File: src/pad_pkg.sv
// Pad ring dimensions and per-pad attribute encoding
// Shared by the pad ring, the register block and the board top
`default_nettype none

package pad_pkg;

  // Pad counts
  parameter int NMioPads = 16;
  parameter int NDioPads = 2;

  // Attribute word per pad
  parameter int AttrDw        = 2;
  parameter int AttrInvert    = 0;
  parameter int AttrOpenDrain = 1;

  // Dedicated pad assignment
  parameter int DioUartTx = 0;
  parameter int DioSense  = 1;

endpackage : pad_pkg

`default_nettype wire

File: src/periph_pkg.sv
// Configuration bus geometry, register map and pin mux source codes
// Used by the register block, the pin mux and the bus interface
`default_nettype none

package periph_pkg;

  // Bus widths
  parameter int CfgAw = 4;
  parameter int CfgDw = 32;

  ////////////////////////////////////////////////////////////////////
  // Register map
  ////////////////////////////////////////////////////////////////////

  parameter logic [CfgAw-1:0] RegGpioOut  = 4'd0;
  parameter logic [CfgAw-1:0] RegGpioOe   = 4'd1;
  // Read only, synchronized pad inputs
  parameter logic [CfgAw-1:0] RegGpioIn   = 4'd2;
  // One bit per MIO pad
  parameter logic [CfgAw-1:0] RegMuxSel   = 4'd3;
  parameter logic [CfgAw-1:0] RegMioAttr  = 4'd4;
  parameter logic [CfgAw-1:0] RegDioAttr  = 4'd5;
  // Write launches one frame
  parameter logic [CfgAw-1:0] RegUartData = 4'd6;
  // Read only, bit 0 busy, bit 1 sense
  parameter logic [CfgAw-1:0] RegStatus   = 4'd7;

  // Mux select values
  parameter logic MuxSrcGpio = 1'b0;
  parameter logic MuxSrcUart = 1'b1;

endpackage : periph_pkg

`default_nettype wire

File: src/cfg_if.sv
// Four-phase req/ack configuration bus
// The host holds req until ack, the device holds ack until req drops
`timescale 1ns/1ps
`default_nettype none

interface cfg_if;

  logic                         req;
  logic                         ack;
  logic                         we;
  logic [periph_pkg::CfgAw-1:0] addr;
  logic [periph_pkg::CfgDw-1:0] wdata;
  // Valid while ack is high
  logic [periph_pkg::CfgDw-1:0] rdata;

  modport host (output req, we, addr, wdata, input ack, rdata);
  modport dev  (input req, we, addr, wdata, output ack, rdata);

endinterface : cfg_if

`default_nettype wire

File: src/cfg_regs.sv
// Control register block behind the four-phase configuration bus
// Holds GPIO, mux, attribute and UART registers and decodes reads
`timescale 1ns/1ps
`default_nettype none

module cfg_regs (
  input  wire logic                                              clk_i,
  input  wire logic                                              rst_i,
  cfg_if.dev                                                     cfg,
  input  wire logic [pad_pkg::NMioPads-1:0]                      gpio_in_i,
  input  wire logic                                              sense_i,
  input  wire logic                                              uart_busy_i,
  output logic      [pad_pkg::NMioPads-1:0]                      gpio_out_o,
  output logic      [pad_pkg::NMioPads-1:0]                      gpio_oe_o,
  output logic      [pad_pkg::NMioPads-1:0]                      mux_sel_o,
  output logic      [pad_pkg::NMioPads-1:0][pad_pkg::AttrDw-1:0] mio_attr_o,
  output logic      [pad_pkg::NDioPads-1:0][pad_pkg::AttrDw-1:0] dio_attr_o,
  output logic                                                   uart_start_o,
  output logic      [7:0]                                        uart_data_o
);

  localparam int MioAttrW = pad_pkg::NMioPads * pad_pkg::AttrDw;
  localparam int DioAttrW = pad_pkg::NDioPads * pad_pkg::AttrDw;

  logic                         ack_q;
  logic                         accept;
  logic [periph_pkg::CfgDw-1:0] rdata_d, rdata_q;

  logic [pad_pkg::NMioPads-1:0] gpio_out_q, gpio_oe_q, mux_sel_q;
  logic [MioAttrW-1:0]          mio_attr_q;
  logic [DioAttrW-1:0]          dio_attr_q;
  logic [7:0]                   uart_data_q;

  // New request while ack is low
  assign accept = cfg.req & ~ack_q;

  //////////////////////////////////////////////////////////////////////
  // Handshake and register writes
  //////////////////////////////////////////////////////////////////////

  always_ff @(posedge clk_i) begin
    if (rst_i) begin
      ack_q       <= 1'b0;
      gpio_out_q  <= '0;
      gpio_oe_q   <= '0;
      mux_sel_q   <= {pad_pkg::NMioPads{periph_pkg::MuxSrcGpio}};
      mio_attr_q  <= '0;
      dio_attr_q  <= '0;
      uart_data_q <= '0;
    end else if (accept) begin
      ack_q <= 1'b1;
      if (cfg.we) begin
        case (cfg.addr)
          periph_pkg::RegGpioOut: gpio_out_q <= cfg.wdata[pad_pkg::NMioPads-1:0];
          periph_pkg::RegGpioOe:  gpio_oe_q  <= cfg.wdata[pad_pkg::NMioPads-1:0];
          periph_pkg::RegMuxSel:  mux_sel_q  <= cfg.wdata[pad_pkg::NMioPads-1:0];
          periph_pkg::RegMioAttr: mio_attr_q <= cfg.wdata[MioAttrW-1:0];
          periph_pkg::RegDioAttr: dio_attr_q <= cfg.wdata[DioAttrW-1:0];
          periph_pkg::RegUartData: begin
            if (!uart_busy_i) begin
              uart_data_q <= cfg.wdata[7:0];
            end
          end
          default: ;
        endcase
      end
    end else if (!cfg.req) begin
      ack_q <= 1'b0;
    end
  end

  //////////////////////////////////////////////////////////////////////
  // Read decode
  //////////////////////////////////////////////////////////////////////

  always_comb begin
    rdata_d = '0;
    case (cfg.addr)
      periph_pkg::RegGpioOut:  rdata_d[pad_pkg::NMioPads-1:0] = gpio_out_q;
      periph_pkg::RegGpioOe:   rdata_d[pad_pkg::NMioPads-1:0] = gpio_oe_q;
      periph_pkg::RegGpioIn:   rdata_d[pad_pkg::NMioPads-1:0] = gpio_in_i;
      periph_pkg::RegMuxSel:   rdata_d[pad_pkg::NMioPads-1:0] = mux_sel_q;
      periph_pkg::RegMioAttr:  rdata_d[MioAttrW-1:0]          = mio_attr_q;
      periph_pkg::RegDioAttr:  rdata_d[DioAttrW-1:0]          = dio_attr_q;
      periph_pkg::RegUartData: rdata_d[7:0]                   = uart_data_q;
      periph_pkg::RegStatus:   rdata_d[1:0]                   = {sense_i, uart_busy_i};
      default: ;
    endcase
  end

  // Read data captured with the access, held while ack is high
  always_ff @(posedge clk_i) begin
    if (accept) begin
      rdata_q <= rdata_d;
    end
  end

  assign cfg.ack   = ack_q;
  assign cfg.rdata = rdata_q;

  // Start pulse lines up with the edge that raises ack
  assign uart_start_o = accept & cfg.we & (cfg.addr == periph_pkg::RegUartData) &
                        ~uart_busy_i;
  assign uart_data_o  = cfg.wdata[7:0];

  assign gpio_out_o = gpio_out_q;
  assign gpio_oe_o  = gpio_oe_q;
  assign mux_sel_o  = mux_sel_q;
  assign mio_attr_o = mio_attr_q;
  assign dio_attr_o = dio_attr_q;

endmodule : cfg_regs

`default_nettype wire

File: src/chip_board_top.sv
// Board-level top for the I/O subsystem
// Pads appear as separate in, out and enable signals for the board flow
`timescale 1ns/1ps
`default_nettype none

module chip_board_top #(
  parameter int                           ClksPerBit    = 8,
  parameter int                           RstHoldCycles = 4,
  parameter logic [pad_pkg::NMioPads-1:0] ConnectMioIn  = 16'h0FFF,
  parameter logic [pad_pkg::NMioPads-1:0] ConnectMioOut = 16'h0FFF
) (
  input  wire logic                         io_clk_i,
  input  wire logic                         reset_i,
  // Configuration bus
  input  wire logic                         cfg_req_i,
  input  wire logic                         cfg_we_i,
  input  wire logic [periph_pkg::CfgAw-1:0] cfg_addr_i,
  input  wire logic [periph_pkg::CfgDw-1:0] cfg_wdata_i,
  output logic                              cfg_ack_o,
  output logic      [periph_pkg::CfgDw-1:0] cfg_rdata_o,
  // Pads
  input  wire logic [pad_pkg::NMioPads-1:0] mio_pad_i,
  output logic      [pad_pkg::NMioPads-1:0] mio_pad_o,
  output logic      [pad_pkg::NMioPads-1:0] mio_pad_oe_o,
  input  wire logic [pad_pkg::NDioPads-1:0] dio_pad_i,
  output logic      [pad_pkg::NDioPads-1:0] dio_pad_o,
  output logic      [pad_pkg::NDioPads-1:0] dio_pad_oe_o
);

  logic                                              core_rst;
  logic [pad_pkg::NMioPads-1:0]                      mio_out, mio_oe, mio_in;
  logic [pad_pkg::NDioPads-1:0]                      dio_out, dio_oe, dio_in;
  logic [pad_pkg::NMioPads-1:0][pad_pkg::AttrDw-1:0] mio_attr;
  logic [pad_pkg::NDioPads-1:0][pad_pkg::AttrDw-1:0] dio_attr;

  cfg_if cfg_bus ();

  // Board pins act as bus host
  assign cfg_bus.req   = cfg_req_i;
  assign cfg_bus.we    = cfg_we_i;
  assign cfg_bus.addr  = cfg_addr_i;
  assign cfg_bus.wdata = cfg_wdata_i;
  assign cfg_ack_o     = cfg_bus.ack;
  assign cfg_rdata_o   = cfg_bus.rdata;

  rst_ctrl #(
    .RstHoldCycles (RstHoldCycles)
  ) u_rst_ctrl (
    .clk_i   (io_clk_i),
    .reset_i (reset_i),
    .rst_o   (core_rst)
  );

  padring #(
    .ConnectMioIn  (ConnectMioIn),
    .ConnectMioOut (ConnectMioOut)
  ) u_padring (
    .mio_out_i    (mio_out),
    .mio_oe_i     (mio_oe),
    .mio_in_o     (mio_in),
    .dio_out_i    (dio_out),
    .dio_oe_i     (dio_oe),
    .dio_in_o     (dio_in),
    .mio_attr_i   (mio_attr),
    .dio_attr_i   (dio_attr),
    .mio_pad_i    (mio_pad_i),
    .mio_pad_o    (mio_pad_o),
    .mio_pad_oe_o (mio_pad_oe_o),
    .dio_pad_i    (dio_pad_i),
    .dio_pad_o    (dio_pad_o),
    .dio_pad_oe_o (dio_pad_oe_o)
  );

  chip_core #(
    .ClksPerBit (ClksPerBit)
  ) u_chip_core (
    .clk_i      (io_clk_i),
    .rst_i      (core_rst),
    .cfg        (cfg_bus),
    .mio_in_i   (mio_in),
    .dio_in_i   (dio_in),
    .mio_out_o  (mio_out),
    .mio_oe_o   (mio_oe),
    .dio_out_o  (dio_out),
    .dio_oe_o   (dio_oe),
    .mio_attr_o (mio_attr),
    .dio_attr_o (dio_attr)
  );

endmodule : chip_board_top

`default_nettype wire

File: src/chip_core.sv
// Small I/O core with register block, UART transmitter and pin mux
// DIO 0 carries the UART line, DIO 1 is a sense input
`timescale 1ns/1ps
`default_nettype none

module chip_core #(
  parameter int ClksPerBit = 8
) (
  input  wire logic                                              clk_i,
  input  wire logic                                              rst_i,
  cfg_if.dev                                                     cfg,
  input  wire logic [pad_pkg::NMioPads-1:0]                      mio_in_i,
  input  wire logic [pad_pkg::NDioPads-1:0]                      dio_in_i,
  output logic      [pad_pkg::NMioPads-1:0]                      mio_out_o,
  output logic      [pad_pkg::NMioPads-1:0]                      mio_oe_o,
  output logic      [pad_pkg::NDioPads-1:0]                      dio_out_o,
  output logic      [pad_pkg::NDioPads-1:0]                      dio_oe_o,
  output logic      [pad_pkg::NMioPads-1:0][pad_pkg::AttrDw-1:0] mio_attr_o,
  output logic      [pad_pkg::NDioPads-1:0][pad_pkg::AttrDw-1:0] dio_attr_o
);

  logic [pad_pkg::NMioPads-1:0] gpio_out, gpio_oe, gpio_in, mux_sel;
  logic                         sense, uart_tx_line, uart_busy, uart_start;
  logic [7:0]                   uart_data;

  cfg_regs u_cfg_regs (
    .clk_i        (clk_i),
    .rst_i        (rst_i),
    .cfg          (cfg),
    .gpio_in_i    (gpio_in),
    .sense_i      (sense),
    .uart_busy_i  (uart_busy),
    .gpio_out_o   (gpio_out),
    .gpio_oe_o    (gpio_oe),
    .mux_sel_o    (mux_sel),
    .mio_attr_o   (mio_attr_o),
    .dio_attr_o   (dio_attr_o),
    .uart_start_o (uart_start),
    .uart_data_o  (uart_data)
  );

  uart_tx #(
    .ClksPerBit (ClksPerBit)
  ) u_uart_tx (
    .clk_i   (clk_i),
    .rst_i   (rst_i),
    .start_i (uart_start),
    .data_i  (uart_data),
    .tx_o    (uart_tx_line),
    .busy_o  (uart_busy)
  );

  pinmux u_pinmux (
    .clk_i       (clk_i),
    .rst_i       (rst_i),
    .mux_sel_i   (mux_sel),
    .gpio_out_i  (gpio_out),
    .gpio_oe_i   (gpio_oe),
    .uart_tx_i   (uart_tx_line),
    .mio_in_i    (mio_in_i),
    .dio_sense_i (dio_in_i[pad_pkg::DioSense]),
    .mio_out_o   (mio_out_o),
    .mio_oe_o    (mio_oe_o),
    .gpio_in_o   (gpio_in),
    .sense_o     (sense)
  );

  // UART pad always driven, sense pad input only
  always_comb begin
    dio_out_o                     = '0;
    dio_oe_o                      = '0;
    dio_out_o[pad_pkg::DioUartTx] = uart_tx_line;
    dio_oe_o[pad_pkg::DioUartTx]  = 1'b1;
  end

endmodule : chip_core

`default_nettype wire

File: src/padring.sv
// Pad ring between the core and the board pins
// Applies invert, open-drain and connect masks, purely combinational
`timescale 1ns/1ps
`default_nettype none

module padring #(
  parameter logic [pad_pkg::NMioPads-1:0] ConnectMioIn  = '1,
  parameter logic [pad_pkg::NMioPads-1:0] ConnectMioOut = '1
) (
  // Core side
  input  wire logic [pad_pkg::NMioPads-1:0]                    mio_out_i,
  input  wire logic [pad_pkg::NMioPads-1:0]                    mio_oe_i,
  output logic      [pad_pkg::NMioPads-1:0]                    mio_in_o,
  input  wire logic [pad_pkg::NDioPads-1:0]                    dio_out_i,
  input  wire logic [pad_pkg::NDioPads-1:0]                    dio_oe_i,
  output logic      [pad_pkg::NDioPads-1:0]                    dio_in_o,
  input  wire logic [pad_pkg::NMioPads-1:0][pad_pkg::AttrDw-1:0] mio_attr_i,
  input  wire logic [pad_pkg::NDioPads-1:0][pad_pkg::AttrDw-1:0] dio_attr_i,
  // Pad side
  input  wire logic [pad_pkg::NMioPads-1:0]                    mio_pad_i,
  output logic      [pad_pkg::NMioPads-1:0]                    mio_pad_o,
  output logic      [pad_pkg::NMioPads-1:0]                    mio_pad_oe_o,
  input  wire logic [pad_pkg::NDioPads-1:0]                    dio_pad_i,
  output logic      [pad_pkg::NDioPads-1:0]                    dio_pad_o,
  output logic      [pad_pkg::NDioPads-1:0]                    dio_pad_oe_o
);

  localparam int NPads = pad_pkg::NMioPads + pad_pkg::NDioPads;

  // DIO pads sit above the MIO pads and are always connected
  logic [NPads-1:0]                      core_out, core_oe, core_in;
  logic [NPads-1:0]                      pad_in, pad_out, pad_oe;
  logic [NPads-1:0]                      conn_in, conn_out;
  logic [NPads-1:0][pad_pkg::AttrDw-1:0] attr;

  assign core_out = {dio_out_i, mio_out_i};
  assign core_oe  = {dio_oe_i, mio_oe_i};
  assign pad_in   = {dio_pad_i, mio_pad_i};
  assign attr     = {dio_attr_i, mio_attr_i};
  assign conn_in  = {{pad_pkg::NDioPads{1'b1}}, ConnectMioIn};
  assign conn_out = {{pad_pkg::NDioPads{1'b1}}, ConnectMioOut};

  always_comb begin
    for (int i = 0; i < NPads; i++) begin
      pad_out[i] = conn_out[i] & (core_out[i] ^ attr[i][pad_pkg::AttrInvert]);
      // Open drain only drives the low level
      pad_oe[i]  = conn_out[i] & core_oe[i] &
                   (~attr[i][pad_pkg::AttrOpenDrain] | ~pad_out[i]);
      core_in[i] = conn_in[i] & (pad_in[i] ^ attr[i][pad_pkg::AttrInvert]);
    end
  end

  assign {dio_pad_o, mio_pad_o}       = pad_out;
  assign {dio_pad_oe_o, mio_pad_oe_o} = pad_oe;
  assign {dio_in_o, mio_in_o}         = core_in;

endmodule : padring

`default_nettype wire

File: src/pinmux.sv
// MIO source selection and input synchronization
// Each pad carries its GPIO bit or the UART line, inputs pass two flops
`timescale 1ns/1ps
`default_nettype none

module pinmux (
  input  wire logic                         clk_i,
  input  wire logic                         rst_i,
  input  wire logic [pad_pkg::NMioPads-1:0] mux_sel_i,
  input  wire logic [pad_pkg::NMioPads-1:0] gpio_out_i,
  input  wire logic [pad_pkg::NMioPads-1:0] gpio_oe_i,
  input  wire logic                         uart_tx_i,
  input  wire logic [pad_pkg::NMioPads-1:0] mio_in_i,
  input  wire logic                         dio_sense_i,
  output logic      [pad_pkg::NMioPads-1:0] mio_out_o,
  output logic      [pad_pkg::NMioPads-1:0] mio_oe_o,
  output logic      [pad_pkg::NMioPads-1:0] gpio_in_o,
  output logic                              sense_o
);

  // Sense bit rides on top of the MIO inputs
  logic [pad_pkg::NMioPads:0] sync1_q, sync2_q;

  always_comb begin
    for (int i = 0; i < pad_pkg::NMioPads; i++) begin
      if (mux_sel_i[i] == periph_pkg::MuxSrcUart) begin
        mio_out_o[i] = uart_tx_i;
        mio_oe_o[i]  = 1'b1;
      end else begin
        mio_out_o[i] = gpio_out_i[i];
        mio_oe_o[i]  = gpio_oe_i[i];
      end
    end
  end

  always_ff @(posedge clk_i) begin
    if (rst_i) begin
      sync1_q <= '0;
      sync2_q <= '0;
    end else begin
      sync1_q <= {dio_sense_i, mio_in_i};
      sync2_q <= sync1_q;
    end
  end

  assign gpio_in_o = sync2_q[pad_pkg::NMioPads-1:0];
  assign sense_o   = sync2_q[pad_pkg::NMioPads];

endmodule : pinmux

`default_nettype wire

File: src/rst_ctrl.sv
// Board reset conditioning
// Synchronizes reset_i and stretches the release by a fixed count
`timescale 1ns/1ps
`default_nettype none

module rst_ctrl #(
  parameter int RstHoldCycles = 4
) (
  input  wire logic clk_i,
  input  wire logic reset_i,
  output logic      rst_o
);

  localparam int CntW = (RstHoldCycles > 0) ? $clog2(RstHoldCycles + 1) : 1;

  logic [1:0]      sync_q;
  logic [CntW-1:0] cnt_q;
  logic            rst_q;

  // Two-flop synchronizer, held set while reset_i is high
  always_ff @(posedge clk_i) begin
    if (reset_i) begin
      sync_q <= 2'b11;
    end else begin
      sync_q <= {sync_q[0], 1'b0};
    end
  end

  // Count clean cycles before release
  always_ff @(posedge clk_i) begin
    if (sync_q[1]) begin
      cnt_q <= '0;
      rst_q <= 1'b1;
    end else if (cnt_q != CntW'(RstHoldCycles)) begin
      cnt_q <= cnt_q + 1'b1;
    end else begin
      rst_q <= 1'b0;
    end
  end

  assign rst_o = rst_q;

endmodule : rst_ctrl

`default_nettype wire

File: src/uart_tx.sv
// 8N1 serial transmitter
// One frame per start pulse, line idles high, bit period is ClksPerBit
`timescale 1ns/1ps
`default_nettype none

module uart_tx #(
  parameter int ClksPerBit = 8
) (
  input  wire logic       clk_i,
  input  wire logic       rst_i,
  input  wire logic       start_i,
  input  wire logic [7:0] data_i,
  output logic            tx_o,
  output logic            busy_o
);

  localparam int CntW = (ClksPerBit > 1) ? $clog2(ClksPerBit) : 1;
  // Start, eight data bits, stop
  localparam int FrameBits = 10;

  logic [FrameBits-1:0] shift_q;
  logic [3:0]           bit_q;
  logic [CntW-1:0]      cnt_q;
  logic                 busy_q;

  always_ff @(posedge clk_i) begin
    if (rst_i) begin
      shift_q <= '1;
      bit_q   <= '0;
      cnt_q   <= '0;
      busy_q  <= 1'b0;
    end else if (!busy_q) begin
      if (start_i) begin
        shift_q <= {1'b1, data_i, 1'b0};
        bit_q   <= '0;
        cnt_q   <= '0;
        busy_q  <= 1'b1;
      end
    end else if (cnt_q == CntW'(ClksPerBit - 1)) begin
      cnt_q   <= '0;
      // Ones shift in behind the frame, so the line ends high
      shift_q <= {1'b1, shift_q[FrameBits-1:1]};
      if (bit_q == 4'(FrameBits - 1)) begin
        busy_q <= 1'b0;
      end else begin
        bit_q <= bit_q + 1'b1;
      end
    end else begin
      cnt_q <= cnt_q + 1'b1;
    end
  end

  assign tx_o   = shift_q[0];
  assign busy_o = busy_q;

endmodule : uart_tx

`default_nettype wire
File: config.mk
export PLATFORM = sky130hd
export DESIGN_NAME = chip_board_top
export DESIGN_NICKNAME = d
export VERILOG_FILES = /design/src/pad_pkg.sv /design/src/periph_pkg.sv /design/src/cfg_if.sv /design/src/cfg_regs.sv /design/src/chip_board_top.sv /design/src/chip_core.sv /design/src/padring.sv /design/src/pinmux.sv /design/src/rst_ctrl.sv /design/src/uart_tx.sv
export SDC_FILE = /design/constraint.sdc
export NUM_CORES = 1
export LEC_CHECK = 0
export BUFFER_PORTS_ARGS = -buffer_cell sky130_fd_sc_hd__buf_2
export CAP_MARGIN = 20
export CORE_MARGIN = 2
export CORE_UTILIZATION = 55
export CTS_CLUSTER_DIAMETER = 150
export DETAILED_ROUTE_END_ITERATION = 7
export PLACE_DENSITY = 0.79
export SYNTH_ARGS = -nofsm -noshare
export SYNTH_HDL_FRONTEND = slang
export SYNTH_HIERARCHICAL = 1
export SYNTH_SLANG_ARGS = --single-unit
export TNS_END_PERCENT = 10
File: constraint.sdc
create_clock -name io_clk_i -period 3.1 [get_ports io_clk_i]
set_clock_uncertainty 0.15 [all_clocks]
set_input_delay 0.93 -clock io_clk_i [delete_from_list [all_inputs] [get_ports io_clk_i]]
set_output_delay 0.93 -clock io_clk_i [all_outputs]
set_load 0.005 [all_outputs]
==> out/summary.txt <==
Die Span Y: 124 um
Slew @ Worst Pin: 0.591 ns
H-tree levels: 4
Final hold slack: 0.273 ns
Unrepaired setup endpoints after global routing: no
CTS tree: yes
Finished Layout Cells: 1128
Leak: 3.64 nW
HP Class: reg2reg
Worst Path Max Fanout: 14
Worst slew margin: 0.601
Startpoint Class: flop
Hold Path Depth: 1
Syn-to-layout area delta: 15.4%
Die area: 15500 um2
NumNets Final: 999
Crit share post-route: 0.921
Largest net degree at the start of global routing: 64
First-pass GRT wire length: 30.1 mm
Initial core utilization: 0.569
Netlist Area Pre-Place: 7960 um2
Gpl congestion: 0.882
Worst Setup End Kind: primary output
Req. time, crit path: 2.02 ns
Design area: 9190 um2
Hold_buf cts: 0
Total number of vias: 6352
Yosys warning total: 6
Max Cap Violations: 0
Antenna cells: 0
WL final: 19.0 mm
Post-CTS sizing: 0
Violated checks: design-rule violations
Final Critical Period: 2.85 ns
Wire per inst: 16.9 um
VDD IR-drop max: 416 uV
Post-route ant nets: 0
Post-DP HPWL: 12.8 mm
Num ports: 127
PnR worst setup slack: 0.246 ns
Drt first pass iters: 8
Layout cells sized above 1: 0.242
Iteration-0 DRC Markers: 611
DP Area: 8620 um2
Power density over the cells: 512 nW/um2
Die extent in x: 124 um
Critical path type: reg2out
Total GRT Usage: 0.247
Status: finished, violations left
Post-CTS Setup Bufs: 0
Clock Sinks: 182
Detailed-route DRC error count: 1
Vias in the first global route: 5786
Grt total ovfl: 0
Fin. max-slew vios: 0
Final setup violation count: 0
IO Port Bufs: 112
Row count: 43
Via/cell ratio: 5.63
Mapped Avg Cell Area: 9.54 um2
Fmax: 0.350 GHz
Root Driver: clkbuf_16
Worst Path Arrival: 1.77 ns
Clk_lat worst skew: 0.44 ns
Core area: 14000 um2
Placed Cells: 1096
CTS max path bufs: 2
Num CTS Buffers: 17
Setup TNS: 0 ns
Initial antenna violation count: 0
Synth Instances: 834
R2r worst-path depth: 4
Clk pin slew, worst setup/hold paths: 0.06 ns
Final hold violation count: 0
Post-place setup slack: 0.314 ns
==> power by group <==
part	internal, mW	switching (mW)
Clock	1.14	0.939
Combinational	0.0829	0.120
Sequential	2.42	0.00664
Total	3.64	1.07
==> per-stage QoR <==
stage               power [mW]  utilization
floorplan                 2.60            -
global placement          2.68        0.616
detailed placement        2.68        0.616
CTS                       4.73        0.657
global route              4.84        0.657
finish                    4.71        0.657
==> registers in the layout, summed over array words and instances, names as in the netlist <==
register                            cells
u_chip_core/u_cfg_regs/mio_attr_o      32
u_chip_core/u_pinmux/sync2_q           17
u_rst_ctrl/sync_q                       2
u_chip_core/u_cfg_regs/cfg.ack          1
u_chip_core/u_cfg_regs/uart_data_q      8
u_chip_core/u_uart_tx/shift_q           9
u_chip_core/u_uart_tx/bit_q             4
u_chip_core/u_cfg_regs/dio_attr_o       4
u_chip_core/u_uart_tx/busy_o            1
u_chip_core/u_cfg_regs/mux_sel_o       16
u_chip_core/u_cfg_regs/gpio_out_o      16
u_rst_ctrl/cnt_q                        3
u_chip_core/u_cfg_regs/cfg.rdata       32
u_rst_ctrl/rst_o                        1
u_chip_core/u_uart_tx/cnt_q             3
u_chip_core/u_cfg_regs/gpio_oe_o       16
u_chip_core/u_pinmux/sync1_q           17
==> worst max-delay path, cell delays in order, from the launching register on <==
cell and delay, ns:
dfxtp_1 0.30, buf_4 0.20, mux2_4 0.28, xor2_1 0.17, a21boi_1 0.24, buf_2 0.16
==> per-layer routing <==
layer,vias up,share of wire,GRT usage
met1,2997,0.43,0.336
met4,0,0.030,0.104
li1,3005,-,-
met3,55,0.084,0.0670
met2,295,0.45,0.372
met5,-,0,0
==> layout make-up <==
| cell class | count | area (um2) |
|---|---|---|
| fill | 1142 | 4800 |
| clock inverter | 10 | 82.6 |
| multi-input combinational | 582 | 3570 |
| tap | 180 | 225 |
| sequential | 182 | 3970 |
| inverter | 7 | 26.3 |
| clock buffer | 22 | 487 |
| timing repair buffer | 145 | 833 |
==> cells in the final DEF, fill, tap and decap left out, types with 7 or more instances in the layout <==
master	n
a211oi_1	9
a21boi_1	14
a21oi_1	92
a22oi_1	17
and2_1	19
buf_2	112
buf_4	31
clkbuf_16	19
conb_1	15
dfxtp_1	149
edfxtp_1	32
inv_1	7
mux2_2	16
mux2_4	7
mux2i_1	16
nand2_1	167
nand3_1	9
nor2_1	27
nor2b_1	47
o21bai_1	7
o22ai_1	8
or2_2	15
xor2_1	27
==> worst paths after layout <==
| kind | start | end | slack [ns] |
|---|---|---|---|
| worst min register to register | u_rst_ctrl/sync_q[0]$_DFF_P_ | u_rst_ctrl/sync_q[1]$_SDFF_PP1_ | 0.27 |
| worst max register to register | u_chip_core/u_uart_tx/busy_o$_SDFF_PP0_ | u_chip_core/u_uart_tx/shift_q[8]$_SDFFE_PP1P_ | 1.16 |
| worst min-delay path | u_rst_ctrl/sync_q[0]$_DFF_P_ | u_rst_ctrl/sync_q[1]$_SDFF_PP1_ | 0.27 |
| worst max-delay path | u_chip_core/u_uart_tx/shift_q[0]$_SDFFE_PP1P_ | mio_pad_oe_o[7] | 0.25 |
Power figures use the tool's default switching activity.
